<file path="config.mk">
export PLATFORM = sky130hd
export DESIGN_NAME = wb_master_fsm
export DESIGN_NICKNAME = d
export VERILOG_FILES = /design/src/hdl/wb_pkg.sv /design/src/hdl/wb_master_fsm.sv
export VERILOG_INCLUDE_DIRS = /design/src /design/src/hdl
export SDC_FILE = /design/constraint.sdc
export NUM_CORES = 1
export LEC_CHECK = 0
export BUFFER_PORTS_ARGS = -buffer_cell sky130_fd_sc_hd__buf_2
export CORE_AREA = 5 5 65 67
export CTS_CLUSTER_SIZE = 20
export DETAILED_ROUTE_END_ITERATION = 7
export DIE_AREA = 0 0 70 72
export PLACE_DENSITY = 0.77
export SETUP_SLACK_MARGIN = 0.1
export SLEW_MARGIN = 20
export SYNTH_ARGS = -nofsm -noshare
export SYNTH_HDL_FRONTEND = slang
export SYNTH_SLANG_ARGS = --single-unit
export TNS_END_PERCENT = 1
</file>
<file path="constraint.sdc">
create_clock -name clk_i -period 1.6 [get_ports clk_i]
set_input_delay 0.08 -clock clk_i [delete_from_list [all_inputs] [get_ports clk_i]]
set_output_delay 0.08 -clock clk_i [all_outputs]
set_load 0.005 [all_outputs]
</file>
<file path="src/hdl/mem_params.svh">
`ifndef MEM_PARAMS_SVH
`define MEM_PARAMS_SVH

// width of a data word on the CPU side and on the bus.
`define MEM_DATA_W 32

// width of a byte address.
`define MEM_ADDR_W 32

// the RAM holds 2**RAM_WORDS_LOG2 words.
`define RAM_WORDS_LOG2 8

// cycles the RAM keeps stall high after a new strobe shows up.
`define RAM_STALL_CYCLES 1

// cycles from the taking cycle to ack. Must be 1 or more.
`define RAM_ACK_CYCLES 2

`endif

</file>
<file path="src/hdl/wb_pkg.sv">
`include "mem_params.svh"

package wb_pkg;

    // one bit per byte lane of the data bus.
    typedef logic [`MEM_DATA_W/8-1:0] wb_sel_t;

    // everything the master presents with stb, except cyc and stb themselves.
    typedef struct packed {
        logic                   we;
        wb_sel_t                sel;
        logic [`MEM_ADDR_W-1:0] adr;
        logic [`MEM_DATA_W-1:0] dat;
    } wb_req_t;

    // slave answer. dat is only meaningful while ack is high.
    typedef struct packed {
        logic                   stall;
        logic                   ack;
        logic [`MEM_DATA_W-1:0] dat;
    } wb_rsp_t;

endpackage

</file>
<file path="src/hdl/wb_master_fsm.sv">
module wb_master_fsm (
    input  logic            clk_i,
    input  logic            rst_i,
    input  logic            mem_request_i,
    output logic            idle_o,
    output logic            mem_done_o,
    input  wb_pkg::wb_req_t bus_req_i,
    input  wb_pkg::wb_rsp_t wb_rsp_i,
    output logic            wb_cyc_o,
    output logic            wb_stb_o,
    output wb_pkg::wb_req_t wb_req_o
);

    // IDLE waits for the core, REQUEST holds stb until the slave takes it,
    // WAIT4ACK holds the cycle open, DONE answers the core for one cycle.
    typedef enum logic [1:0] {
        IDLE,
        REQUEST,
        WAIT4ACK,
        DONE
    } state_e;

    state_e state_q;
    state_e state_d;
    logic   taken;

    // a strobe is taken in any REQUEST cycle without stall.
    assign taken = (state_q == REQUEST) && !wb_rsp_i.stall;

    always_ff @(posedge clk_i) begin
        if (rst_i) begin
            state_q <= IDLE;
        end else begin
            state_q <= state_d;
        end
    end

    always_comb begin
        state_d = state_q;
        case (state_q)
            IDLE: begin
                if (mem_request_i) begin
                    state_d = REQUEST;
                end
            end
            REQUEST: begin
                if (taken && wb_rsp_i.ack) begin
                    state_d = DONE;  // slave answered in the taking cycle.
                end else if (taken) begin
                    state_d = WAIT4ACK;
                end
            end
            WAIT4ACK: begin
                if (wb_rsp_i.ack) begin
                    state_d = DONE;
                end
            end
            DONE:    state_d = IDLE;
            default: state_d = IDLE;
        endcase
    end

    always_comb begin
        wb_cyc_o   = 1'b0;
        wb_stb_o   = 1'b0;
        mem_done_o = 1'b0;
        case (state_q)
            REQUEST: begin
                wb_cyc_o = 1'b1;
                wb_stb_o = 1'b1;
            end
            WAIT4ACK: wb_cyc_o = 1'b1;
            DONE:     mem_done_o = 1'b1;
            default: begin
                wb_cyc_o   = 1'b0;
                wb_stb_o   = 1'b0;
                mem_done_o = 1'b0;
            end
        endcase
    end

    assign idle_o = (state_q == IDLE);

    // the formatter keeps its register stable until the next accepted request.
    assign wb_req_o = bus_req_i;

endmodule

</file>
### Yosys cells after proc, flatten, opt, wreduce, memory -nomap -nowiden

Cells that the tools add are included.

* $add $sub $neg: 0
* $mul: 0
* divide/modulo/power cells: 0
* $lt $le $gt $ge: 0
* equality and inequality tests: 6
* shift-type cells: 0
* multiplexer cells: 8
* bitwise gates (word level): 0
* reduce and logical (&&, ||, !) cells: 6

Operators with widths (number)
* $mux W2: 4
* $pmux W2 S4: 1
* $eq A2 B2 Y1 const B: 2
* $ne A2 B2 Y1 const B: 2
* $mux W1: 3
* $ne A3 B2 Y1 const B: 1
* $reduce_and A3 Y1: 1
* $eq A2 B1 Y1 const B: 1
* $logic_and A1 B1 Y1: 2
* $logic_not A2 Y1: 1
* $reduce_or A2 Y1: 1
* $logic_not A1 Y1: 1

* flip-flop bits (word level): 2
* bits in latches: 0
* bits in writable memories: 0
* bits in read-only memories: 0
* input port bits: 106
* output and inout port bits: 73
* word-level logic and storage cells: 21
* memories kept: 0

### Logic depth before layout (Yosys ltp)

* depth in word-level cells: 5
* depth in mapped cells: 5
* gate-level depth less buffers: 5

### Worst setup path before layout

OpenSTA, ideal clock, no wires.

* path kind: register -> register
* from: register state_q[0]
* to: register state_q[0]
* library setup time: 0.086 ns
* data arrival time: 1.173 ns
* slack: 0.340 ns
* stages on the path, launching flop included: 6
* buffers on the path: 0
* cells stage by stage: dfxtp_1 -> inv_1 -> ha_1 -> nand2b_1 -> o2111ai_1 -> a221oi_2

RTL lines
* start, declared: RTL line wb_master_fsm.sv:23 `state_e state_q;`
* start signal, assigned: RTL line wb_master_fsm.sv:34 `state_q <= state_d;`
* $logic_not A2 Y1 *
* named net idle_o: RTL line wb_master_fsm.sv:5 `output logic idle_o,`
* $ne A2 B2 Y1 (no line)
* $reduce_and A3 Y1 (no line)

Mark *: on every way through the listed nets, which the timed path passes. The rest lies on a longest branch.
A chain may end at the register's enable or synchronous reset.

### Final worst setup path

* from: register state_q[0]
* to: register state_q[0]

* word-level cells in the longest chain between the ends: 5

Ends and longest elaborated chain
* $eq A2 B1 Y1: RTL line wb_master_fsm.sv:28, wb_master_fsm.sv:40
* $logic_and A1 B1 Y1: RTL line wb_master_fsm.sv:28 `assign taken = (state_q == REQUEST) && !wb_rsp_i.stall;`
* $logic_and A1 B1 Y1: RTL line wb_master_fsm.sv:47 `if (taken && wb_rsp_i.ack) begin`
* $mux W2 or $ne A3 B2 Y1 (tied branches)
* $pmux W2 S4 or $reduce_and A3 Y1 (tied branches)

Several ways; a longest one is shown, not always the timed one.

==> out/metrics.cfg <==
[cts]
clkTransAtPathRegs_ns=0.03
cts_resized=0
cts_setup_buffers=0
cts_tree=yes
cts_inserted_buffers=3
hold_buffers=0
clock_path_buffers=2
clk_latency_ns=0.22
cts.sinks=2
cts-root-buf=clkbuf_4
htreeDepth=1

[grt]
antenna_found_initial=0
grt_pass1_vias=319
grt_use_total_pct=4.57
grt_pass1_wl_mm=1.64
grt_overflow=0
grt_max_degree=6

[finish]
drive_above_1_share_pct=37.5
largest_register_ffs=2
design_area_sq_um=324
fill_cells=427
fin_nets=146
diodes=0
largest-register=state_q
area_growth_pct=-55.0
reg_top3=state_q x2
fin_cells=80

[logic_synthesis]
synth_top_area_share_pct=72.0
synth-seq-cells=2
synth_common_cells=69 x buf_4, 6 x ha_1, 3 x inv_1, 2 x dfxtp_1, 2 x nand2b_1
synth_async_sr_flop_share_pct=0
yosysSeqAreaShare_pct=5.57
synth.most_common_cell=buf_4
synth_warnings=0
synth_edf_count=0
avgSynthCellArea_sq_um=7.99
yosysTopAreaCell=buf_4
yosys-top-cells-area=buf_4 72%, ha_1 10%, dfxtp_1 5.6%, a221oi_2 2.1%, nand2b_1 1.7%
synth.distinct_cells=13
synthFlopType=dfxtp_1
netlist_area_sq_um=719
synth_fp_nets=202
netlist_instances=90

[worst_setup_path]
reg2reg_slack_ns=0.23
worstPathArrival_ns=1.51
worst_r2r_path_depth=5
end_kind=flip-flop
crit_type=flip-flop to flip-flop
worstSetupStartpointType=flip-flop
reg2reg_to=state_q[0]
critical_path.max_fanout=5
path_cells=inv_1, ha_1, nand2b_1, o2111ai_1, a221oi_2
cp_slowest_cell=dfxtp_1
r2r-start=state_q[0]
crit_required_ns=1.74
max_stage_delay_ns=0.37

[placed_design]
port_buffers=8
routabilityCongestion=0.744
placed_area_sq_um=302
dp_cells=77

[pwr]
leakage_nw=0.138
vdd_drop_max_v=0.000283
p_per_area_nw_per_um2=1670
power_uw=540

[timing]
holdWs_ns=0.0340
setup_violations=0
tightest_slew_ns=0.335
fin_skew_ns=0.00126
layout_min_cycle_time_ns=1.37
setup_tns_ns=0
hold_viol=0
fmax_mhz=732
max-slew-margin-rel_pct=77.5
slew_violations=0
fin_crit_sh_pct=85.4
rsz0062_at_grt=false

[route]
num_vias=270
route.detailed.drc=0
drtIter0Drc=11
drtPass1Iterations=2
ant_nets=0
wl_per_cell_microns=14.8
viasPerCell=3.38
drt_wl_total_mm=1.18

[min_path]
worstHoldPathType=input pin to flip-flop
hold-path-endpoint=state_q[0]
min_from=rst_i
hold_depth=2

[floorplanning]
dieHeight_microns=72
rows=22
pin_count=179
start_util_pct=20.1
die_width_microns=70
dieArea_sq_um=5040
core-area_sq_um=3580

[outcome]
status=complete, no violations

[run]
maxCapViolCount=0

-- per-stage QoR --
step           setup WS [ns]  util [%]
5_1_grt                0.140      9.06
2_1_floorplan          0.340         -
6_report               0.233      9.06
3_3_place_gp           0.271      8.43
4_1_cts                0.226      9.06
3_5_place_dp           0.230      8.43
-- metal layers --
| metal | share of wire (%) | GRT usage [%] |
|---|---|---|
| met2 | 32 | 3.99 |
| met3 | 23 | 4.57 |
| met4 | 22 | 11.9 |
| met1 | 23 | 2.56 |
| met5 | 0 | 0 |
-- layout by cell type, fill, tap and decap left out --
master / netlist / final
inv_1: 3 / 3
dfxtp_1: 2 / 2
a21oi_1: 1 / 1
nand2_1: 1 / 1
a31o_1: 1 / 1
nand2b_1: 2 / 2
nand4_1: 1 / 1
clkbuf_4: 0 / 3
buf_2: 0 / 8
a221oi_2: 1 / 1
and3_1: 1 / 1
o2111ai_1: 1 / 1
ha_1: 6 / 6
a311oi_1: 1 / 1
-- worst max-delay path by stage --
stage / start / endpoint / slack, ns / cells after the start
2_1_floorplan: state_q[0] / state_q[0] / 0.34 / 5
3_5_place_dp: state_q[0] / state_q[0] / 0.23 / 5
6_report: state_q[0] / state_q[0] / 0.23 / 5
4_1_cts: state_q[0] / state_q[0] / 0.23 / 5
5_1_grt: state_q[0] / state_q[0] / 0.14 / 5
3_3_place_gp: state_q[0] / state_q[0] / 0.27 / 5
-- layout make-up --
cell class	count	area (sq um)	share of cell area, %
Multi-Input combinational cell	16	150	46.3
Tap cell	48	60.1	18.5
Inverter	3	11.3	3.47
Sequential cell	2	40.0	12.4
Timing Repair Buffer	8	40.0	12.4
Clock buffer	3	22.5	6.95
-- worst max-delay path, delay by kind of cell (launching register included) --
kind	cells	cell delay, ns
AND/OR/NAND/NOR	1	0.13
adder cells (fa/ha/maj)	1	0.23
AO/OA/AOI/OAI	2	0.42
flip-flops	1	0.37
buffers and inverters	1	0.13
-- report_power, final --
part / total, mW / switching [mW] / internal [mW] / leakage (nW)
clock network: 0.112 / 0.0288 / 0.0828 / 0.0138
logic: 0.325 / 0.180 / 0.145 / 0.108
registers: 0.103 / 0.0272 / 0.0760 / 0.0165
total: 0.540 / 0.236 / 0.304 / 0.138
-- cell families after synthesis --
kind of cell	count (synthesis)	share of synthesized area [%]
compound gates	5	6.43
flops	2	5.57
simple gates	5	4.00
fa+ha+maj	6	10.4
buf+inv	72	73.6
No activity file was read; power rests on OpenSTA's default activity.
