### config.mk
export PLATFORM = sky130hd
export DESIGN_NAME = mem_load_align
export DESIGN_NICKNAME = d
export VERILOG_FILES = /design/src/hdl/mem_pkg.sv /design/src/hdl/wb_pkg.sv /design/src/hdl/mem_load_align.sv
export VERILOG_INCLUDE_DIRS = /design/src /design/src/hdl
export SDC_FILE = /design/constraint.sdc
export NUM_CORES = 1
export LEC_CHECK = 0
export BUFFER_PORTS_ARGS = -buffer_cell sky130_fd_sc_hd__buf_4
export CAP_MARGIN = 10
export CORE_MARGIN = 2
export CORE_UTILIZATION = 35
export DETAILED_ROUTE_END_ITERATION = 10
export GPL_TIMING_DRIVEN = 0
export SLEW_MARGIN = 20
export SYNTH_ARGS = -nofsm -noshare
export SYNTH_HDL_FRONTEND = slang
export SYNTH_SLANG_ARGS = --single-unit
### constraint.sdc
create_clock -name clk_i -period 2.9 [get_ports clk_i]
set_input_delay 0.145 -clock clk_i [delete_from_list [all_inputs] [get_ports clk_i]]
set_output_delay 0.145 -clock clk_i [all_outputs]
set_load 0.005 [all_outputs]
### src/hdl/mem_params.svh
`ifndef MEM_PARAMS_SVH
`define MEM_PARAMS_SVH

// width of a data word on the CPU side and on the bus.
`define MEM_DATA_W 32

// width of a byte address.
`define MEM_ADDR_W 32

// the RAM holds 2**RAM_WORDS_LOG2 words.
`define RAM_WORDS_LOG2 8

// cycles the RAM keeps stall high after a new strobe shows up.
`define RAM_STALL_CYCLES 1

// cycles from the taking cycle to ack. Must be 1 or more.
`define RAM_ACK_CYCLES 2

`endif

### src/hdl/mem_pkg.sv
`include "mem_params.svh"

package mem_pkg;

    typedef logic [`MEM_DATA_W-1:0] word_t;  // one data word.
    typedef logic [`MEM_ADDR_W-1:0] addr_t;  // byte address.

    // kind of access the core asks for.
    typedef enum logic [1:0] {
        INST_READ  = 2'd0,
        DATA_READ  = 2'd1,
        DATA_WRITE = 2'd2
    } mem_op_e;

    // access size, as in the RV32 load and store encodings.
    typedef enum logic [1:0] {
        BYTE = 2'd0,
        HALF = 2'd1,
        WORD = 2'd2
    } mem_size_e;

    // UNSIGNED matches funct3 bit 2 of LBU and LHU.
    typedef enum logic {
        SIGNED   = 1'b0,
        UNSIGNED = 1'b1
    } mem_sign_e;

    // one CPU access as the first stage captured it.
    typedef struct packed {
        mem_op_e   op;
        mem_size_e size;
        mem_sign_e sign;
        addr_t     addr;
        word_t     wdata;
    } mem_req_t;

endpackage

### src/hdl/wb_pkg.sv
`include "mem_params.svh"

package wb_pkg;

    // one bit per byte lane of the data bus.
    typedef logic [`MEM_DATA_W/8-1:0] wb_sel_t;

    // everything the master presents with stb, except cyc and stb themselves.
    typedef struct packed {
        logic                   we;
        wb_sel_t                sel;
        logic [`MEM_ADDR_W-1:0] adr;
        logic [`MEM_DATA_W-1:0] dat;
    } wb_req_t;

    // slave answer. dat is only meaningful while ack is high.
    typedef struct packed {
        logic                   stall;
        logic                   ack;
        logic [`MEM_DATA_W-1:0] dat;
    } wb_rsp_t;

endpackage

### src/hdl/mem_load_align.sv
module mem_load_align (
    input  logic              clk_i,
    input  logic              rst_i,
    input  mem_pkg::mem_req_t stage_req_i,
    input  wb_pkg::wb_rsp_t   wb_rsp_i,
    output mem_pkg::word_t    instruction_o,
    output mem_pkg::word_t    data_o
);

    logic [1:0]     offset;
    logic           sign_ext;
    logic [7:0]     lane_byte;
    logic [15:0]    lane_half;
    logic           fill_byte;
    logic           fill_half;
    mem_pkg::word_t load_word;

    assign offset   = stage_req_i.addr[1:0];
    assign sign_ext = (stage_req_i.sign == mem_pkg::SIGNED);

    // same lane rule as the store side.
    assign lane_byte = wb_rsp_i.dat[{offset, 3'b000} +: 8];
    assign lane_half = wb_rsp_i.dat[{offset[1], 4'b0000} +: 16];

    assign fill_byte = sign_ext && lane_byte[7];
    assign fill_half = sign_ext && lane_half[15];

    always_comb begin
        case (stage_req_i.size)
            mem_pkg::BYTE: load_word = {{24{fill_byte}}, lane_byte};
            mem_pkg::HALF: load_word = {{16{fill_half}}, lane_half};
            default:       load_word = wb_rsp_i.dat;
        endcase
    end

    // Fetches keep the whole word. The new value shows up together with done.
    always_ff @(posedge clk_i) begin
        if (rst_i) begin
            instruction_o <= '0;
        end else if (wb_rsp_i.ack && (stage_req_i.op == mem_pkg::INST_READ)) begin
            instruction_o <= wb_rsp_i.dat;
        end
    end

    always_ff @(posedge clk_i) begin
        if (rst_i) begin
            data_o <= '0;
        end else if (wb_rsp_i.ack && (stage_req_i.op == mem_pkg::DATA_READ)) begin
            data_o <= load_word;  // stores leave it alone.
        end
    end

endmodule

# Word-level counts from Yosys, hierarchy flattened
# Cells that the tools add are included.
# classes
add_sub_neg,0
n_mul,0
n_div,0
order_cmp,0
eq_ne,2
shift,2
muxes,1
bitwise,1
n_reduce_logical,6
# op_table
operator,count
$pmux 32 s2,1
$shiftx 32x6->16,1
$shiftx 32x6->8,1
$eq 2x1->1 const B,2
$logic_and 1x1->1,4
$logic_not 2->1,2
$not 1->1,1
# totals
reg_bits,64
latchBits,0
mem_bits_rw,0
romBits,0
in_bits,105
output_inout_bits,64
word_cells,14
mem_count,0

# Logic depth before layout (Yosys ltp)
# logic_depth
word_depth,3
ltp_mapped,6
ltp_nobuf,3

# Worst setup path after synthesis
# OpenSTA, ideal clock, no wires.
# synth_timing
path_type,in2reg
startpoint,input stage_req_i[32] (netlist bit)
endpoint,register data_o[10]
setup_time_ns,0.153
arrival_ns,1.092
required_ns,2.747
slack_ns,1.655
path_stages,3
n_path_buf,0
cell_sequence,mux2_4 a221oi_4 a2111oi_2
# synth_between
elab_chain_cells,3
# synth_lines
element,line_no,rtl
start: declaration,mem_load_align.sv:4,"input mem_pkg::mem_req_t stage_req_i,"
$shiftx 32x6->8,mem_load_align.sv:22,"assign lane_byte = wb_rsp_i.dat[{offset, 3'b000} +: 8];"
$logic_and 1x1->1,mem_load_align.sv:25,assign fill_byte = sign_ext && lane_byte[7];
$pmux 32 s2,mem_load_align.sv:29,case (stage_req_i.size)
end signal: assignment,mem_load_align.sv:49,data_o <= load_word;
end: declaration,mem_load_align.sv:7,output mem_pkg::word_t data_o
# No other way between the ends.
# A chain may end at the register's enable or synchronous reset.

# Worst setup path after layout
# layout_timing
startpoint,input stage_req_i[32] (netlist bit)
endpoint,register data_o[8]
# Same word-level chain as after synthesis.

==> reports/qor.csv <==
stage,metric,value,unit
placed_design,DP Wirelength,8091,um
global_routing,largest net degree at the start of global routing,13,
setup_path,FF-to-FF path depth,2,
logic_synthesis,Synth Cell Area,3194,um^2
sta,Worst Max-Slew Pin Slew,0.6354,ns
die,row count,34,
cts,clk buf depth,2,
power_and_ir_drop,Pleak,1.740,nW
logic_synthesis,most frequent cell after synthesis,nand2_1,
setup_path,CP Buf/Inv Count,1,
detailed_routing,WL per Instance,17.60,um
setup_path,"slowest stage delay, CP",0.61,ns
detailed_routing,DRC Markers,0,
sta,Tcrit/Tclk final,40.92,%
setup_path,Critical path origin,stage_req_i[32],
detailed_routing,vias,3238,
final_layout,Filler cells,897,
setup_path,slowest CP cell,a221oi_4,
final_layout,Ant. Diodes,0,
sta,Fin. Hold Viols,0,
sta,clock skew,0,ns
final_layout,share of layout cells above drive strength 1,33.47,%
logic_synthesis,async set-reset flop share out of synthesis,0,%
cts,clk_lat worst skew,0.34,ns
global_routing,grt ovf,0,
sta,RSZ-0062 raised after global routing,no,
sta,setup tns final,0,ns
setup_path,worst flop-to-flop path startpoint,data_o[8]$_SDFFE_PP0P_,
die,Top Ports,169,
die,DIE AREA,9907,um^2
detailed_routing,Avg Vias per Cell,5.415,
power_and_ir_drop,peak supply drop,197.6,uV
setup_path,Worst Setup Start Kind,input pin,
setup_path,worst path cell trace,buf_4 > mux2_4 > a221oi_4 > a2111oi_2,
die,die width,99.54,um
setup_path,CP endpoint kind,flop,
setup_path,worst r2r dst,data_o[8]$_SDFFE_PP0P_,
logic_synthesis,Seq cells post-synth,64,
logic_synthesis,Yosys cell types,28,
global_routing,vias in the first global route,3133,
final_layout,Final Core Density,49.09,%
sta,final setup fails,0,
run,max-cap violation count,0,
cts,"Setup Fix Bufs, Post-CTS",0,
cts,H-tree depth,3,
cts,clk sinks,64,
die,Starting Density,36.27,%
final_layout,nets@finish,590,
final_layout,final instance area,4323,um^2
logic_synthesis,Main synth FF type,dfxtp_1,
detailed_routing,total iterations of the first detailed-routing run,5,
logic_synthesis,synth cell count leaders,"nand2_1 (79), dfxtp_1 (64), a211oi_1 (32), a21oi_1 (32)",
global_routing,Tot GR Track Use,21.43,%
setup_path,Critical Path AT,1.38,ns
logic_synthesis,Post-synth EDFFs,0,
die,die height,99.54,um
cts,CTS tree,built,
sta,fin crit period,1.187,ns
setup_path,Levels on crit path,4,
logic_synthesis,Ys Warns,0,
cts,Post-CTS Hold Buffers,0,
power_and_ir_drop,Design Power,2.156,mW
placed_design,Placer Congestion,0.8187,
detailed_routing,ANT nets after route,0,
placed_design,DP Area,4103,um^2
global_routing,first-pass GRT wire length,16380,um
detailed_routing,routed wire length,10520,um
setup_path,Worst Path Required,3.10,ns
sta,f_max,842.6,MHz
cts,CTS Buf Count,9,
logic_synthesis,dominant cell type by area after synthesis,dfxtp_1,
sta,Final Max Tran Viols,0,
setup_path,Setup CP Type,in2reg,
logic_synthesis,ranking of synthesized cells by area,"dfxtp_1 (40%), nand2_1 (9.3%), a211oi_1 (7.5%), a221oi_1 (6.3%), o21bai_1 (5.4%)",
sta,Slew HR,57.64,%
setup_path,Worst Setup EP,data_o[8]$_SDFFE_PP0P_,
logic_synthesis,"Seq/Total Area, Yosys",40.11,%
detailed_routing,Starting DRT DRC Count,214,
placed_design,# port buffers,103,
setup_path,"Largest delay share family, worst path",compound AO/OA/AOI/OAI gates,
cts,Resize count post-CTS,0,
global_routing,initial antenna violation count,0,
cts,Clock Pin Slew Worst Setup and Hold Paths,0.08,ns
cts,Root Driver,clkbuf_8,
logic_synthesis,Post-Synthesis Cells,371,
power_and_ir_drop,pwr/cell area,498.6,nW/um^2
status,status,"complete, no violations",
logic_synthesis,Yosys top cell area share,40.11,%
logic_synthesis,Syn Area/Cell,8.610,um^2
final_layout,Area Growth Syn to Fin,35.33,%
setup_path,reg2reg setup slack,2.02,ns
logic_synthesis,post-synth net total,476,
min_path,Hold Path Class,in2reg,
setup_path,critical-path maximum fanout,8,
die,core area,8806,um^2
[final cells by class]
class                   instances  area (um^2)  share of cell area, %
clock inverters                 6        92.59                  2.142
clock buffers                  10        127.6                  2.952
multi-input cells             267         1732                  40.06
plain buffers                  40        181.4                  4.197
well taps                     108        135.1                  3.126
repair buffers                103        773.2                  17.89
flip-flops and latches         64         1281                  29.64
[through the flow]
| step | cells | setup WS [ns] | hold slack (ns) |
|---|---|---|---|
| 5_1_grt | 598 | 1.642 | 0.05909 |
| 2_1_floorplan | 371 | 1.655 | 0.2810 |
| 3_3_place_gp | 582 | 1.362 | 0.4143 |
| 4_1_cts | 598 | 1.695 | 0.04565 |
| 3_5_place_dp | 582 | 1.314 | 0.4189 |
| 6_report | 598 | 1.713 | 0.05843 |
[power breakdown]
part           internal (mW)  leakage, nW  switching (mW)  total, mW
combinational          0.161         1.12           0.191      0.352
sequential             0.916        0.522          0.0203      0.936
clock                  0.489        0.103           0.379      0.867
total                   1.57         1.74           0.590       2.16
[cell usage in the layout, fill, tap and decap left out, types with 2 or more instances in the layout]
| cell | n |
|---|---|
| buf_4 | 103 |
| nand2_1 | 79 |
| dfxtp_1 | 64 |
| a21oi_1 | 32 |
| a211oi_1 | 32 |
| a221oi_1 | 23 |
| o21bai_1 | 23 |
| clkbuf_1 | 21 |
| buf_2 | 19 |
| nor2b_1 | 11 |
| nor2_1 | 11 |
| nor3b_1 | 9 |
| clkbuf_8 | 9 |
| a2111oi_2 | 8 |
| mux2_2 | 7 |
| nand3_1 | 7 |
| a31oi_1 | 7 |
| nor3b_2 | 3 |
| mux2_4 | 3 |
| nand3b_1 | 2 |
| nand2b_1 | 2 |
| clkinvlp_4 | 2 |
| bufinv_16 | 2 |
[logic make-up after synthesis]
family                 count (synthesis)  synth area share (%)
buffers and inverters                 40                 5.679
AO/OA/AOI/OAI                        129                 31.14
multiplexers                          10                 3.878
flip-flops                            64                 40.11
AND/OR/NAND/NOR                      128                 19.19
[tightest hold or removal path: cells and delay by family]
| kind | cells | cell delay (ns) |
|---|---|---|
| buffers and inverters | 1 | 0.12 |
| AND/OR/NAND/NOR | 1 | 0.05 |
| AO/OA/AOI/OAI | 1 | 0.05 |
[per-layer routing]
metal  vias up  GRT usage [%]  part of all wire [%]
met5         -              0                     0
met4         0          9.800                   2.3
met3        17          3.865                   5.7
met2       130          34.04                    47
met1      1495          28.34                    45
li1       1596              -                     -
[sequential cells by signal, indices dropped and copies added (netlist names)]
register	count
data_o	32
instruction_o	32
[worst min path at each step]
| stage | from | to | slack [ns] | depth (start not counted) |
|---|---|---|---|---|
| 2_1_floorplan | wb_rsp_i[0] | instruction_o[0]$_SDFFE_PP0P_ | 0.28 | 2 |
| 3_3_place_gp | wb_rsp_i[1] | instruction_o[1]$_SDFFE_PP0P_ | 0.41 | 3 |
| 3_5_place_dp | wb_rsp_i[4] | instruction_o[4]$_SDFFE_PP0P_ | 0.42 | 3 |
| 4_1_cts | wb_rsp_i[10] | instruction_o[10]$_SDFFE_PP0P_ | 0.05 | 3 |
| 5_1_grt | wb_rsp_i[1] | instruction_o[1]$_SDFFE_PP0P_ | 0.06 | 3 |
| 6_report | wb_rsp_i[1] | instruction_o[1]$_SDFFE_PP0P_ | 0.06 | 3 |
Power figures use the tool's default switching activity.
