===== src/hdl/mem_params.svh =====
`ifndef MEM_PARAMS_SVH
`define MEM_PARAMS_SVH

// width of a data word on the CPU side and on the bus.
`define MEM_DATA_W 32

// width of a byte address.
`define MEM_ADDR_W 32

// the RAM holds 2**RAM_WORDS_LOG2 words.
`define RAM_WORDS_LOG2 8

// cycles the RAM keeps stall high after a new strobe shows up.
`define RAM_STALL_CYCLES 1

// cycles from the taking cycle to ack. Must be 1 or more.
`define RAM_ACK_CYCLES 2

`endif


===== src/hdl/mem_pkg.sv =====
`include "mem_params.svh"

package mem_pkg;

    typedef logic [`MEM_DATA_W-1:0] word_t;  // one data word.
    typedef logic [`MEM_ADDR_W-1:0] addr_t;  // byte address.

    // kind of access the core asks for.
    typedef enum logic [1:0] {
        INST_READ  = 2'd0,
        DATA_READ  = 2'd1,
        DATA_WRITE = 2'd2
    } mem_op_e;

    // access size, as in the RV32 load and store encodings.
    typedef enum logic [1:0] {
        BYTE = 2'd0,
        HALF = 2'd1,
        WORD = 2'd2
    } mem_size_e;

    // UNSIGNED matches funct3 bit 2 of LBU and LHU.
    typedef enum logic {
        SIGNED   = 1'b0,
        UNSIGNED = 1'b1
    } mem_sign_e;

    // one CPU access as the first stage captured it.
    typedef struct packed {
        mem_op_e   op;
        mem_size_e size;
        mem_sign_e sign;
        addr_t     addr;
        word_t     wdata;
    } mem_req_t;

endpackage


===== src/hdl/wb_pkg.sv =====
`include "mem_params.svh"

package wb_pkg;

    // one bit per byte lane of the data bus.
    typedef logic [`MEM_DATA_W/8-1:0] wb_sel_t;

    // everything the master presents with stb, except cyc and stb themselves.
    typedef struct packed {
        logic                   we;
        wb_sel_t                sel;
        logic [`MEM_ADDR_W-1:0] adr;
        logic [`MEM_DATA_W-1:0] dat;
    } wb_req_t;

    // slave answer. dat is only meaningful while ack is high.
    typedef struct packed {
        logic                   stall;
        logic                   ack;
        logic [`MEM_DATA_W-1:0] dat;
    } wb_rsp_t;

endpackage


===== src/hdl/mem_req_format.sv =====
module mem_req_format (
    input  logic               clk_i,
    input  logic               rst_i,
    input  logic               mem_request_i,
    input  logic               accept_i,
    input  mem_pkg::mem_op_e   mem_op_i,
    input  mem_pkg::mem_size_e mem_size_i,
    input  mem_pkg::mem_sign_e mem_sign_i,
    input  mem_pkg::addr_t     mem_addr_i,
    input  mem_pkg::word_t     mem_wdata_i,
    output mem_pkg::mem_req_t  stage_req_o,
    output wb_pkg::wb_req_t    bus_req_o
);

    logic [1:0]      offset;
    logic            take;
    logic            we;
    wb_pkg::wb_sel_t sel;
    mem_pkg::word_t  wdata_lanes;

    assign offset = mem_addr_i[1:0];
    assign take   = mem_request_i && accept_i;  // the master leaves IDLE on the same edge.

    assign we = (mem_op_i == mem_pkg::DATA_WRITE);

    // Lanes past byte 3 fall off the shift, so a halfword at offset 3 only keeps lane 3.
    always_comb begin
        if (mem_op_i == mem_pkg::INST_READ) begin
            sel = 4'b1111;
        end else begin
            case (mem_size_i)
                mem_pkg::BYTE: sel = 4'b0001 << offset;
                mem_pkg::HALF: sel = 4'b0011 << offset;
                mem_pkg::WORD: sel = 4'b1111;
                default:       sel = 4'b0000;
            endcase
        end
    end

    // store data moves to the lanes it is written through.
    always_comb begin
        case (mem_size_i)
            mem_pkg::BYTE: wdata_lanes = mem_wdata_i << {offset, 3'b000};
            mem_pkg::HALF: wdata_lanes = mem_wdata_i << {offset[1], 4'b0000};  // halfword index.
            default:       wdata_lanes = mem_wdata_i;
        endcase
    end

    always_ff @(posedge clk_i) begin
        if (rst_i) begin
            stage_req_o <= '0;
            bus_req_o   <= '0;
        end else if (take) begin
            stage_req_o.op    <= mem_op_i;
            stage_req_o.size  <= mem_size_i;
            stage_req_o.sign  <= mem_sign_i;
            stage_req_o.addr  <= mem_addr_i;
            stage_req_o.wdata <= mem_wdata_i;
            bus_req_o.we      <= we;
            bus_req_o.sel     <= sel;
            bus_req_o.adr     <= mem_addr_i;  // byte address, the slave drops the low bits.
            bus_req_o.dat     <= wdata_lanes;
        end
    end

endmodule


===== config.mk =====
export PLATFORM = sky130hd
export DESIGN_NAME = mem_req_format
export DESIGN_NICKNAME = d
export VERILOG_FILES = /design/src/hdl/mem_pkg.sv /design/src/hdl/wb_pkg.sv /design/src/hdl/mem_req_format.sv
export VERILOG_INCLUDE_DIRS = /design/src /design/src/hdl
export SDC_FILE = /design/constraint.sdc
export NUM_CORES = 1
export LEC_CHECK = 0
export BUFFER_PORTS_ARGS = -buffer_cell sky130_fd_sc_hd__buf_4
export CAP_MARGIN = 20
export CORE_ASPECT_RATIO = 0.9
export CORE_MARGIN = 3
export CORE_UTILIZATION = 42
export CTS_CLUSTER_SIZE = 25
export DETAILED_ROUTE_END_ITERATION = 8
export MAX_ROUTING_LAYER = met4
export PLACE_DENSITY = 0.81
export SYNTH_ARGS = -nofsm -noshare
export SYNTH_HDL_FRONTEND = slang
export SYNTH_SLANG_ARGS = --single-unit

===== constraint.sdc =====
create_clock -name clk_i -period 1.2 [get_ports clk_i]
set_clock_uncertainty 0.1 [all_clocks]
set_input_delay 0.06 -clock clk_i [delete_from_list [all_inputs] [get_ports clk_i]]
set_output_delay 0.06 -clock clk_i [all_outputs]
set_load 0.005 [all_outputs]

[After elaboration in Yosys (flattened, before gate mapping)]
Index checks and enable logic that the tools add are counted.
Word-level totals
  output and inout port bits: 138
  input bits: 73
  register bits after elaboration: 106
Operators by class
  equality and inequality tests: 3
  multiplexer cells: 3
  reduce and logical (&&, ||, !) cells: 3
  shift-type cells: 4
Operator list (count)
  $pmux 32 s2: 1
  $shl 32x5->32: 2
  $pmux 4 s3: 1
  $eq 2x2->1 const B: 2
  $logic_not 2->1: 2
  $mux 4: 1
  $shl 1x2->4 const A: 1
  $shl 2x2->4 const A: 1
  $eq 2x1->1 const B: 1
  $logic_and 1x1->1: 1

[Depth between registers and ports, before layout]
Gate-level depths: netlist of run 1.
  word-level depth: 3
  mapped depth: 6
  mapped depth without buffers: 4

[Worst setup path before layout of run 1]
Ideal clock, no wire load.
  path kind: input to register
  start: input port mem_size_i[0]
  end: register bus_req_o[24] in the netlist's numbering
  path slack: 12 ps
  library setup time: 123 ps
  arrival: 965 ps
  stages on the path: 6
  path through: nand2b_1 -> buf_6 -> or3_1 -> clkbuf_1 -> o21ai_0 -> o21ai_0
On the way
  cells in the longest elaborated chain, start to end: 2
RTL lines
  start: declaration: line mem_req_format.sv:7  | input mem_pkg::mem_size_e mem_size_i,
  $eq 2x1->1 / $logic_not 2->1 (equally long branches): line mem_req_format.sv:42  | case (mem_size_i)
  $pmux 32 s2 *: line mem_req_format.sv:42
  end: declaration: line mem_req_format.sv:12  | output wb_pkg::wb_req_t bus_req_o
Every way passes the cells marked *; elsewhere a longest branch is shown, timed or not.
A chain may end at the register's enable or synchronous reset.

[Worst setup path after layout of run 1]
  start: input port mem_wdata_i[7]
  end: register bus_req_o[15] in the netlist's numbering
On the way
  cells in the longest elaborated chain, start to end: 2
RTL lines
  start: declaration: line mem_req_format.sv:10  | input mem_pkg::word_t mem_wdata_i,
  $shl 32x5->32: line mem_req_format.sv:43  | mem_pkg::BYTE: wdata_lanes = mem_wdata_i << {offset, 3'b000};
  $pmux 32 s2: line mem_req_format.sv:42
Every way passes these cells.

==> results of run 1 <==
where the power goes:
group          total (mW)  switching (mW)  internal [mW]  leakage [nW]
clock network        3.04            1.35           1.69         0.142
logic                1.56           0.707          0.855          2.13
registers            3.80           0.112           3.69         0.867
total                8.41            2.17           6.23          3.14
cell type report:
class | count | area (um2) | area share (%)
inverter | 1 | 3.75 | 0.0521
clock buffer | 11 | 243 | 3.37
multi-input combinational | 394 | 1980 | 27.4
tap | 129 | 161 | 2.24
timing repair buffer | 312 | 2640 | 36.6
clock inverter | 5 | 62.6 | 0.868
sequential | 106 | 2120 | 29.4
cell usage in the layout (no fill, tap or decap), types with 2 or more instances in the layout:
cell / count
clkbuf_16: 9
o21a_1: 4
o21bai_1: 2
dlygate4sd3_1: 69
a211oi_1: 6
a2111oi_2: 4
nand2b_1: 4
a21oi_1: 83
a21boi_0: 8
a31oi_1: 8
nand3_1: 16
nor3_1: 11
buf_4: 233
nor4_1: 3
dfxtp_1: 106
mux2_2: 9
o22ai_1: 8
clkinvlp_4: 2
and3_1: 8
buf_12: 10
nor2_1: 16
o21ai_0: 29
nand2_1: 163
state kept, by name, summed over array words and instances (netlist names):
register	cells
bus_req_o	69
stage_req_o	37
per-layer routing:
layer	share of wire (%)	global-route usage [%]	wire length, um
met3	7.0	4.63	1140
met5	0	-	0
met1	40	33.8	6520
met2	51	45.2	8280
met4	2.5	8.55	411
stage by stage:
| step | instances | setup slack, ns |
|---|---|---|
| floorplan | 577 | 0.0122 |
| global placement | 873 | -0.131 |
| detailed placement | 873 | -0.196 |
| CTS | 958 | 0.0682 |
| global route | 958 | 0.0257 |
| finish | 958 | 0.0638 |
cells by family after synthesis:
| family | after synthesis | synth area share (%) |
|---|---|---|
| AOI/OAI and AO/OA | 156 | 20.0 |
| buffers and inverters | 77 | 9.83 |
| DFF | 106 | 46.8 |
| muxes | 9 | 2.24 |
| and+or+nand+nor | 229 | 21.1 |
worst min-delay path: stages:
cell and delay [ns]:
buf_4 0.16, nand3b_1 0.12, o21ai_0 0.07
repair_timing:
item,4_1_cts,5_1_grt
gates resized for setup,0,1
hold buffers,69,0
endpoints found under the setup margin,0,1
hold endpoints to repair,94,0
setup buffers,0,0
final timing paths:
check	end	from	slack (ns)	cells past startpoint
max	bus_req_o[15]	mem_wdata_i[7]	0.06	5
min	bus_req_o[30]	rst_i	0.02	3
max reg2reg	bus_req_o[17]	bus_req_o[17]	0.25	2
min reg2reg	bus_req_o[7]	bus_req_o[7]	0.35	2
==> impl_metrics.env, run 1 <==
export IMPL_vdd_drop_max_v=0.000793
export IMPL_critPathTopFamily="buffers and inverters"
export IMPL_grt_pass1_wl_mm=25.6
export IMPL_cts_max_level=3
export IMPL_setup_viol=0
export IMPL_syn_num_nets=650
export IMPL_grt_usage_pct=27.3
export IMPL_layout_drive_gt1_share_pct=33.3
export IMPL_firstDrtPassIters=5
export IMPL_cts_max_path_buffers=2
export IMPL_avgSynthCellArea_um2=7.86
export IMPL_crit_arrival_ns=1.26
export IMPL_routed_wl_mm=16.3
export IMPL_initial_core_util_pct=43.7
export IMPL_grt_overflow=0
export IMPL_worstSkewPairLatency_ns=0.34
export IMPL_cp_required_ns=1.32
export IMPL_cts_tree="built"
export IMPL_finalPower_mw=8.41
export IMPL_rsz0062_at_grt="false"
export IMPL_fmax_mhz=880
export IMPL_viasPerCell=5.29
export IMPL_numCtsBuffers=9
export IMPL_ys_seq_area_share_pct=46.8
export IMPL_die_y_um=105
export IMPL_worst_path_max_delay_cell="dlygate4sd3_1"
export IMPL_cap_violations=0
export IMPL_async_reset_ff_share_pct=0
export IMPL_first_iter_violations=320
export IMPL_fillCellCount=784
export IMPL_std_cell_rows=35
export IMPL_netlist_top_cells_count="nand2_1, dfxtp_1, a21oi_1"
export IMPL_cp_end_kind="flip-flop"
export IMPL_slew_viol_final=0
export IMPL_cp_cell_sequence="dlygate4sd3_1 > buf_4 > and3_1 > o21ai_0 > a31oi_1"
export IMPL_fin_tns_setup_ns=0
export IMPL_clk_pin_slew_ns=0.07
export IMPL_ant_nets=0
export IMPL_synth_seq_cells=106
export IMPL_finalCriticalPeriod_ns=1.14
export IMPL_ys_top_cells_by_area="dfxtp_1, nand2_1, a21oi_1"
export IMPL_dieArea_mm2=0.0121
export IMPL_stdcell_area_mm2=0.00721
export IMPL_postSynthCellCount=577
export IMPL_gp_congestion=0.933
export IMPL_power_density_mw_per_mm2=1170
export IMPL_status="complete, no violations"
export IMPL_synth_edff_count=0
export IMPL_max_stage_delay_ns=0.56
export IMPL_synth_top_area_share_pct=46.8
export IMPL_synth_distinct_cells=34
export IMPL_syn_to_final_growth_pct=59.0
export IMPL_final_util_pct=69.5
export IMPL_critPathMaxFanout=5
export IMPL_antenna_found_initial=0
export IMPL_cp_start_kind="input port"
export IMPL_ioPinCount=211
export IMPL_worst_pin_slew_ns=0.465
export IMPL_io_buffers=210
export IMPL_crit_type="in2reg"
export IMPL_p_leak_nw=3.14
export IMPL_hold_violations=0
export IMPL_hpwl_mm=11.4
export IMPL_core_area_mm2=0.0104
export IMPL_synth_most_common_cell="nand2_1"
export IMPL_ys_flop_type="dfxtp_1"
export IMPL_vias=5067
export IMPL_diodes=0
export IMPL_grt_max_degree=48
export IMPL_avgRoutedWirePerCell_um=17.1
export IMPL_hold_ws_ns=0.0172
export IMPL_grt_pass1_vias=4939
export IMPL_drc=0
export IMPL_cts_root_buf="clkbuf_16"
export IMPL_final_net_count=897
export IMPL_synthesis_area_mm2=0.00453
export IMPL_yosysWarnings=0
export IMPL_crit_buf_inv=2
export IMPL_min_path_type="in2reg"
export IMPL_min_period_over_period_pct=94.7
export IMPL_slew_headroom_pct=68.9
export IMPL_die_x_um=116
export IMPL_dpl_cell_area_mm2=0.00621
export IMPL_clock_sinks=106
export IMPL_synth_top_cell_by_area="dfxtp_1"
Power figures use the tool's default switching activity.
==> inputs of run 2 (changes only) <==
CORE_UTILIZATION = 50   (was 42)
GPL_ROUTABILITY_DRIVEN = 1   (was not set)
PLACE_DENSITY = 0.9   (was 0.81)
clock period = 1.4 ns   (was 1.2 ns; I/O delays follow)
==> impl_metrics.env, run 2 (synthesis results as in run 1) <==
export IMPL_power_density_mw_per_mm2=914
export IMPL_slew_headroom_pct=74.3
export IMPL_vdd_drop_max_v=0.000629
export IMPL_viasPerCell=5.40
export IMPL_clock_sinks=106
export IMPL_regMostFlops="bus_req_o"
export IMPL_post_cts_buffers=0
export IMPL_die_y_um=96.3
export IMPL_p_clk_share_pct=28.6
export IMPL_layout_drive_gt1_share_pct=32.6
export IMPL_crit_arrival_ns=1.58
export IMPL_p_seq_share_pct=50.9
export IMPL_syn_to_final_growth_pct=54.7
export IMPL_ant_nets=0
export IMPL_vias=5100
export IMPL_final_net_count=894
export IMPL_cp_end_kind="flip-flop"
export IMPL_hold_violations=0
export IMPL_crit_type="in2reg"
export IMPL_cp_common_cell="dlygate4sd3_1"
export IMPL_worst_path_max_delay_cell="dlygate4sd3_1"
export IMPL_firstDrtPassIters=5
export IMPL_p_leak_nw=3.05
export IMPL_die_x_um=106
export IMPL_reg_top3="bus_req_o (69), stage_req_o (37)"
export IMPL_io_buffers=210
export IMPL_hpwl_mm=10.9
export IMPL_fin_tns_setup_ns=0
export IMPL_clk_pin_slew_ns=0.10
export IMPL_fillCellCount=537
export IMPL_setup_viol=0
export IMPL_cp_required_ns=1.60
export IMPL_cp_start_kind="input port"
export IMPL_slew_viol_final=0
export IMPL_sw_frac_of_total_pct=26.8
export IMPL_critPathMaxFanout=25
export IMPL_grt_pass1_wl_mm=25.4
export IMPL_rsz0062_at_grt="false"
export IMPL_worst_pin_slew_ns=0.385
export IMPL_first_iter_violations=375
export IMPL_max_stage_delay_ns=0.60
export IMPL_setup_slack_ns=0.0260
export IMPL_finalCriticalPeriod_ns=1.37
export IMPL_cts_max_level=3
export IMPL_numCtsBuffers=9
export IMPL_gp_congestion=0.895
export IMPL_preCtsSetupSlack_ns=-0.0113
export IMPL_grt_usage_pct=32.2
export IMPL_layout_commonest_cell="buf_4"
export IMPL_std_cell_rows=32
export IMPL_dieArea_mm2=0.0102
export IMPL_final_cell_mix="buf_4, nand2_1, dfxtp_1, a21oi_1, dlygate4sd3_1"
export IMPL_worstSkewPairLatency_ns=0.36
export IMPL_comb_power_share_pct=20.5
export IMPL_status="complete, no violations"
export IMPL_min_path_type="in2reg"
export IMPL_grt_overflow=0
export IMPL_min_period_over_period_pct=98.1
export IMPL_cts_tree="built"
export IMPL_cp_cell_sequence="dlygate4sd3_1 > buf_8 > a21oi_2 > dlygate4sd3_1"
export IMPL_power_switching_mw=1.72
export IMPL_cap_violations=0
export IMPL_ioPinCount=211
export IMPL_cts_max_path_buffers=2
export IMPL_antenna_found_initial=0
export IMPL_avgRoutedWirePerCell_um=17.4
export IMPL_p_int_mw=4.69
export IMPL_final_util_pct=80.7
export IMPL_drc=0
export IMPL_core_area_mm2=0.00869
export IMPL_diodes=0
export IMPL_routed_wl_mm=16.5
export IMPL_largest_register_ffs=69
export IMPL_grt_pass1_vias=4942
export IMPL_initial_core_util_pct=52.2
export IMPL_cts_root_buf="clkbuf_8"
export IMPL_fmax_mhz=728
export IMPL_finalPower_mw=6.41
export IMPL_grt_max_degree=39
## run 2: cell types whose count changed in the layout (fill, tap and decap cells not counted), sizes merged
cell and delta:
buf -8, inv -1, dlygate4sd3 +5
## run 2: per-stage QoR
| step | cell area [um2] | cells | hold slack, ns |
|---|---|---|---|
| final | 7010 | 944 | 0.0411 |
| after global routing | 7010 | 944 | 0.0698 |
| after CTS | 6990 | 944 | 0.0283 |
| after detailed placement | 6060 | 855 | 0.226 |
| after global placement | 6060 | 855 | 0.217 |
| after floorplan | 4530 | 577 | 0.106 |
## run 2: layout make-up
type                    instances  area (um2)  area share (%)
clock inverters                 4        53.8           0.767
multi-input cells             394        1990            28.3
well taps                     119         149            2.12
inverters                       1        3.75          0.0535
repair buffers                309        2570            36.6
clock buffers                  11         131            1.87
flip-flops and latches        106        2120            30.3
## run 2: timing repair
item | in CTS | in global routing
gates resized for setup | 0 | 6
endpoints found under the hold margin | 97 | 0
hold buffers | 74 | 0
setup endpoints to repair | 0 | 16
## run 2: layer usage
layer	global-route usage, %	share of wire, %
met1	38.4	39
met4	13.5	3.5
met2	54.3	50
met5	-	0
met3	5.63	8.0
## run 2: path summary, 6_finish.rpt
check | startpoint | end | slack (ns) | cells after the start
hold reg to reg | stage_req_o[6] | stage_req_o[6] | 0.36 | 2
hold / removal | mem_size_i[0] | stage_req_o[65] | 0.04 | 4
setup / recovery | rst_i | bus_req_o[63] | 0.03 | 4
setup reg to reg | bus_req_o[63] | bus_req_o[63] | 0.03 | 3
## run 2: critical path, delay by kind of cell
family | cells | cell delay, ns
compound gates | 1 | 0.14
buf+inv | 3 | 1.36
## run 2: power by group through the flow
stage	Clock (mW)	Sequential (mW)	Combinational, mW
floorplan	0	3.32	0.494
global placement	0	3.32	1.09
detailed placement	0	3.33	1.11
CTS	1.85	3.26	1.28
global route	1.96	3.28	1.41
finish	1.83	3.27	1.31
==> inputs of run 3 (changes only) <==
--- a/config.mk
+++ b/config.mk
@@ -8,8 +8,8 @@
 export LEC_CHECK = 0
 export BUFFER_PORTS_ARGS = -buffer_cell sky130_fd_sc_hd__buf_4
-export CAP_MARGIN = 20
 export CORE_ASPECT_RATIO = 0.9
 export CORE_MARGIN = 3
 export CORE_UTILIZATION = 50
+export CTS_BUF_LIST = sky130_fd_sc_hd__clkbuf_16
 export CTS_CLUSTER_SIZE = 25
 export DETAILED_ROUTE_END_ITERATION = 8
==> constraint.sdc (replaced) <==
create_clock -name clk_i -period 1.4 [get_ports clk_i]
set_clock_uncertainty 0.1 [all_clocks]
set_input_delay 0.14 -clock clk_i [delete_from_list [all_inputs] [get_ports clk_i]]
set_output_delay 0.14 -clock clk_i [all_outputs]
set_load 0.005 [all_outputs]
==> impl_metrics.env, run 3 (synthesis results as in run 1) <==
export IMPL_status="complete, no violations"
export IMPL_routed_wl_mm=17.2
export IMPL_antenna_found_initial=0
export IMPL_worst_hold_path_endpoint="stage_req_o[14]"
export IMPL_reg_top3="bus_req_o (69), stage_req_o (37)"
export IMPL_viasPerCell=5.45
export IMPL_regToRegStartpoint="bus_req_o[19]"
export IMPL_regMostFlops="bus_req_o"
export IMPL_critPathMaxFanout=4
export IMPL_grt_overflow=0
export IMPL_fmax_mhz=757
export IMPL_cts_root_buf="clkbuf_16"
export IMPL_fin_tns_setup_ns=0
export IMPL_avgRoutedWirePerCell_um=18.4
export IMPL_clk_pin_slew_ns=0.06
export IMPL_grt_pass1_vias=5010
export IMPL_r2r_end="bus_req_o[19]"
export IMPL_initial_core_util_pct=52.2
export IMPL_post_cts_buffers=0
export IMPL_p_clk_share_pct=35.1
export IMPL_ant_nets=0
export IMPL_worst_pin_slew_ns=0.433
export IMPL_dpl_cell_area_mm2=0.00613
export IMPL_io_buffers=210
export IMPL_cp_end_kind="flip-flop"
export IMPL_core_area_mm2=0.00869
export IMPL_min_period_over_period_pct=94.3
export IMPL_crit_arrival_ns=1.48
export IMPL_numCtsBuffers=9
export IMPL_grt_usage_pct=33.2
export IMPL_min_path_type="in2reg"
export IMPL_drc=0
export IMPL_die_x_um=106
export IMPL_crit_type="in2reg"
export IMPL_ioPinCount=211
export IMPL_hold_violations=0
export IMPL_syn_to_final_growth_pct=54.8
export IMPL_slew_viol_final=0
export IMPL_cp_start_kind="input port"
export IMPL_layout_commonest_cell="buf_4"
export IMPL_stdcell_area_mm2=0.00702
export IMPL_largest_register_ffs=69
export IMPL_min_from="mem_wdata_i[14]"
export IMPL_sw_frac_of_total_pct=25.8
export IMPL_cp_required_ns=1.56
export IMPL_cap_violations=0
export IMPL_first_iter_violations=389
export IMPL_reg2reg_slack_ns=0.41
export IMPL_final_cell_mix="buf_4, nand2_1, dfxtp_1, a21oi_1, dlygate4sd3_1"
export IMPL_slew_headroom_pct=71.0
export IMPL_std_cell_rows=32
export IMPL_min_path_cells=3
export IMPL_layout_drive_gt1_share_pct=33.4
export IMPL_power_density_mw_per_mm2=1010
export IMPL_setup_viol=0
export IMPL_vdd_drop_max_v=0.000947
export IMPL_p_leak_nw=3.07
export IMPL_firstDrtPassIters=5
export IMPL_p_int_mw=5.23
export IMPL_power_switching_mw=1.82
export IMPL_dieArea_mm2=0.0102
export IMPL_clock_sinks=106
export IMPL_gp_congestion=0.907
export IMPL_cts_max_level=3
export IMPL_rsz0062_at_grt="false"
export IMPL_final_net_count=883
export IMPL_comb_power_share_pct=18.6
export IMPL_p_seq_share_pct=46.3
export IMPL_die_y_um=96.3
export IMPL_finalCriticalPeriod_ns=1.32
export IMPL_worstSkewPairLatency_ns=0.34
export IMPL_grt_max_degree=36
export IMPL_hpwl_mm=11.5
export IMPL_diodes=0
export IMPL_cts_tree="built"
export IMPL_grt_pass1_wl_mm=25.9
export IMPL_cts_max_path_buffers=2
export IMPL_rr_worst_depth=2
export IMPL_vias=5089
run 3: changes by cell type in the layout (fill, tap and decap cells not counted), sizes merged:
cell and delta:
dlygate4sd3 -15, buf +4, inv +3, clkbuf -2, clkinvlp -2, clkinv +1
run 3: cell type report:
cell class,instances,area (um2)
timing repair buffer,298,2470
sequential,106,2120
multi-input combinational,394,1980
fill,584,1670
clock buffer,9,225
tap,119,149
clock inverter,6,60.1
inverter,1,3.75
run 3: how the worst max path moves through the flow:
stage	end	start	cells past startpoint
final	bus_req_o[64]	mem_op_i[1]	7
after global routing	bus_req_o[64]	mem_op_i[1]	7
after CTS	bus_req_o[64]	mem_op_i[1]	7
after detailed placement	bus_req_o[24]	mem_size_i[0]	5
after global placement	bus_req_o[26]	mem_size_i[0]	5
after floorplan	bus_req_o[24]	mem_size_i[0]	6
run 3: per-stage QoR:
stage          hold WS (ns)  power (mW)  instances  utilization, %  setup slack (ns)
5_1_grt              0.0142        7.31        933            80.8            0.0106
6_report             0.0167        7.06        933            80.8            0.0795
3_5_place_dp          0.298        4.47        859            70.6            -0.102
4_1_cts             0.00916        7.04        933            80.7            0.0553
3_3_place_gp          0.287        4.43        859            70.6           -0.0667
2_1_floorplan         0.176        3.82        577               -             0.132
run 3: repair_timing:
item / 4_1_cts / 5_1_grt
setup endpoints to repair: 0 / 4
hold endpoints to repair: 60 / 0
hold buffers: 59 / 0
gates resized for setup: 0 / 2
run 3: critical path: stages:
cell,delay (ns)
dlygate4sd3_1,0.54
buf_4,0.14
nor2_2,0.17
nor3_1,0.07
buf_4,0.16
o31a_1,0.11
nor3_1,0.16
run 3: power by group through the flow:
stage               clock network, mW  logic, mW  registers (mW)
CTS                              2.49       1.28            3.26
detailed placement                  0       1.14            3.33
finish                           2.47       1.31            3.27
global placement                    0       1.11            3.32
global route                     2.62       1.41            3.28
floorplan                           0      0.494            3.32
run 3: metal layers:
| layer | vias to the layer above | wire, um | track usage, % |
|---|---|---|---|
| li1 | 2378 | - | - |
| met1 | 2370 | 6460 | 37.9 |
| met2 | 282 | 8650 | 56.7 |
| met3 | 59 | 1440 | 7.44 |
| met4 | 0 | 599 | 14.3 |
| met5 | - | 0 | - |
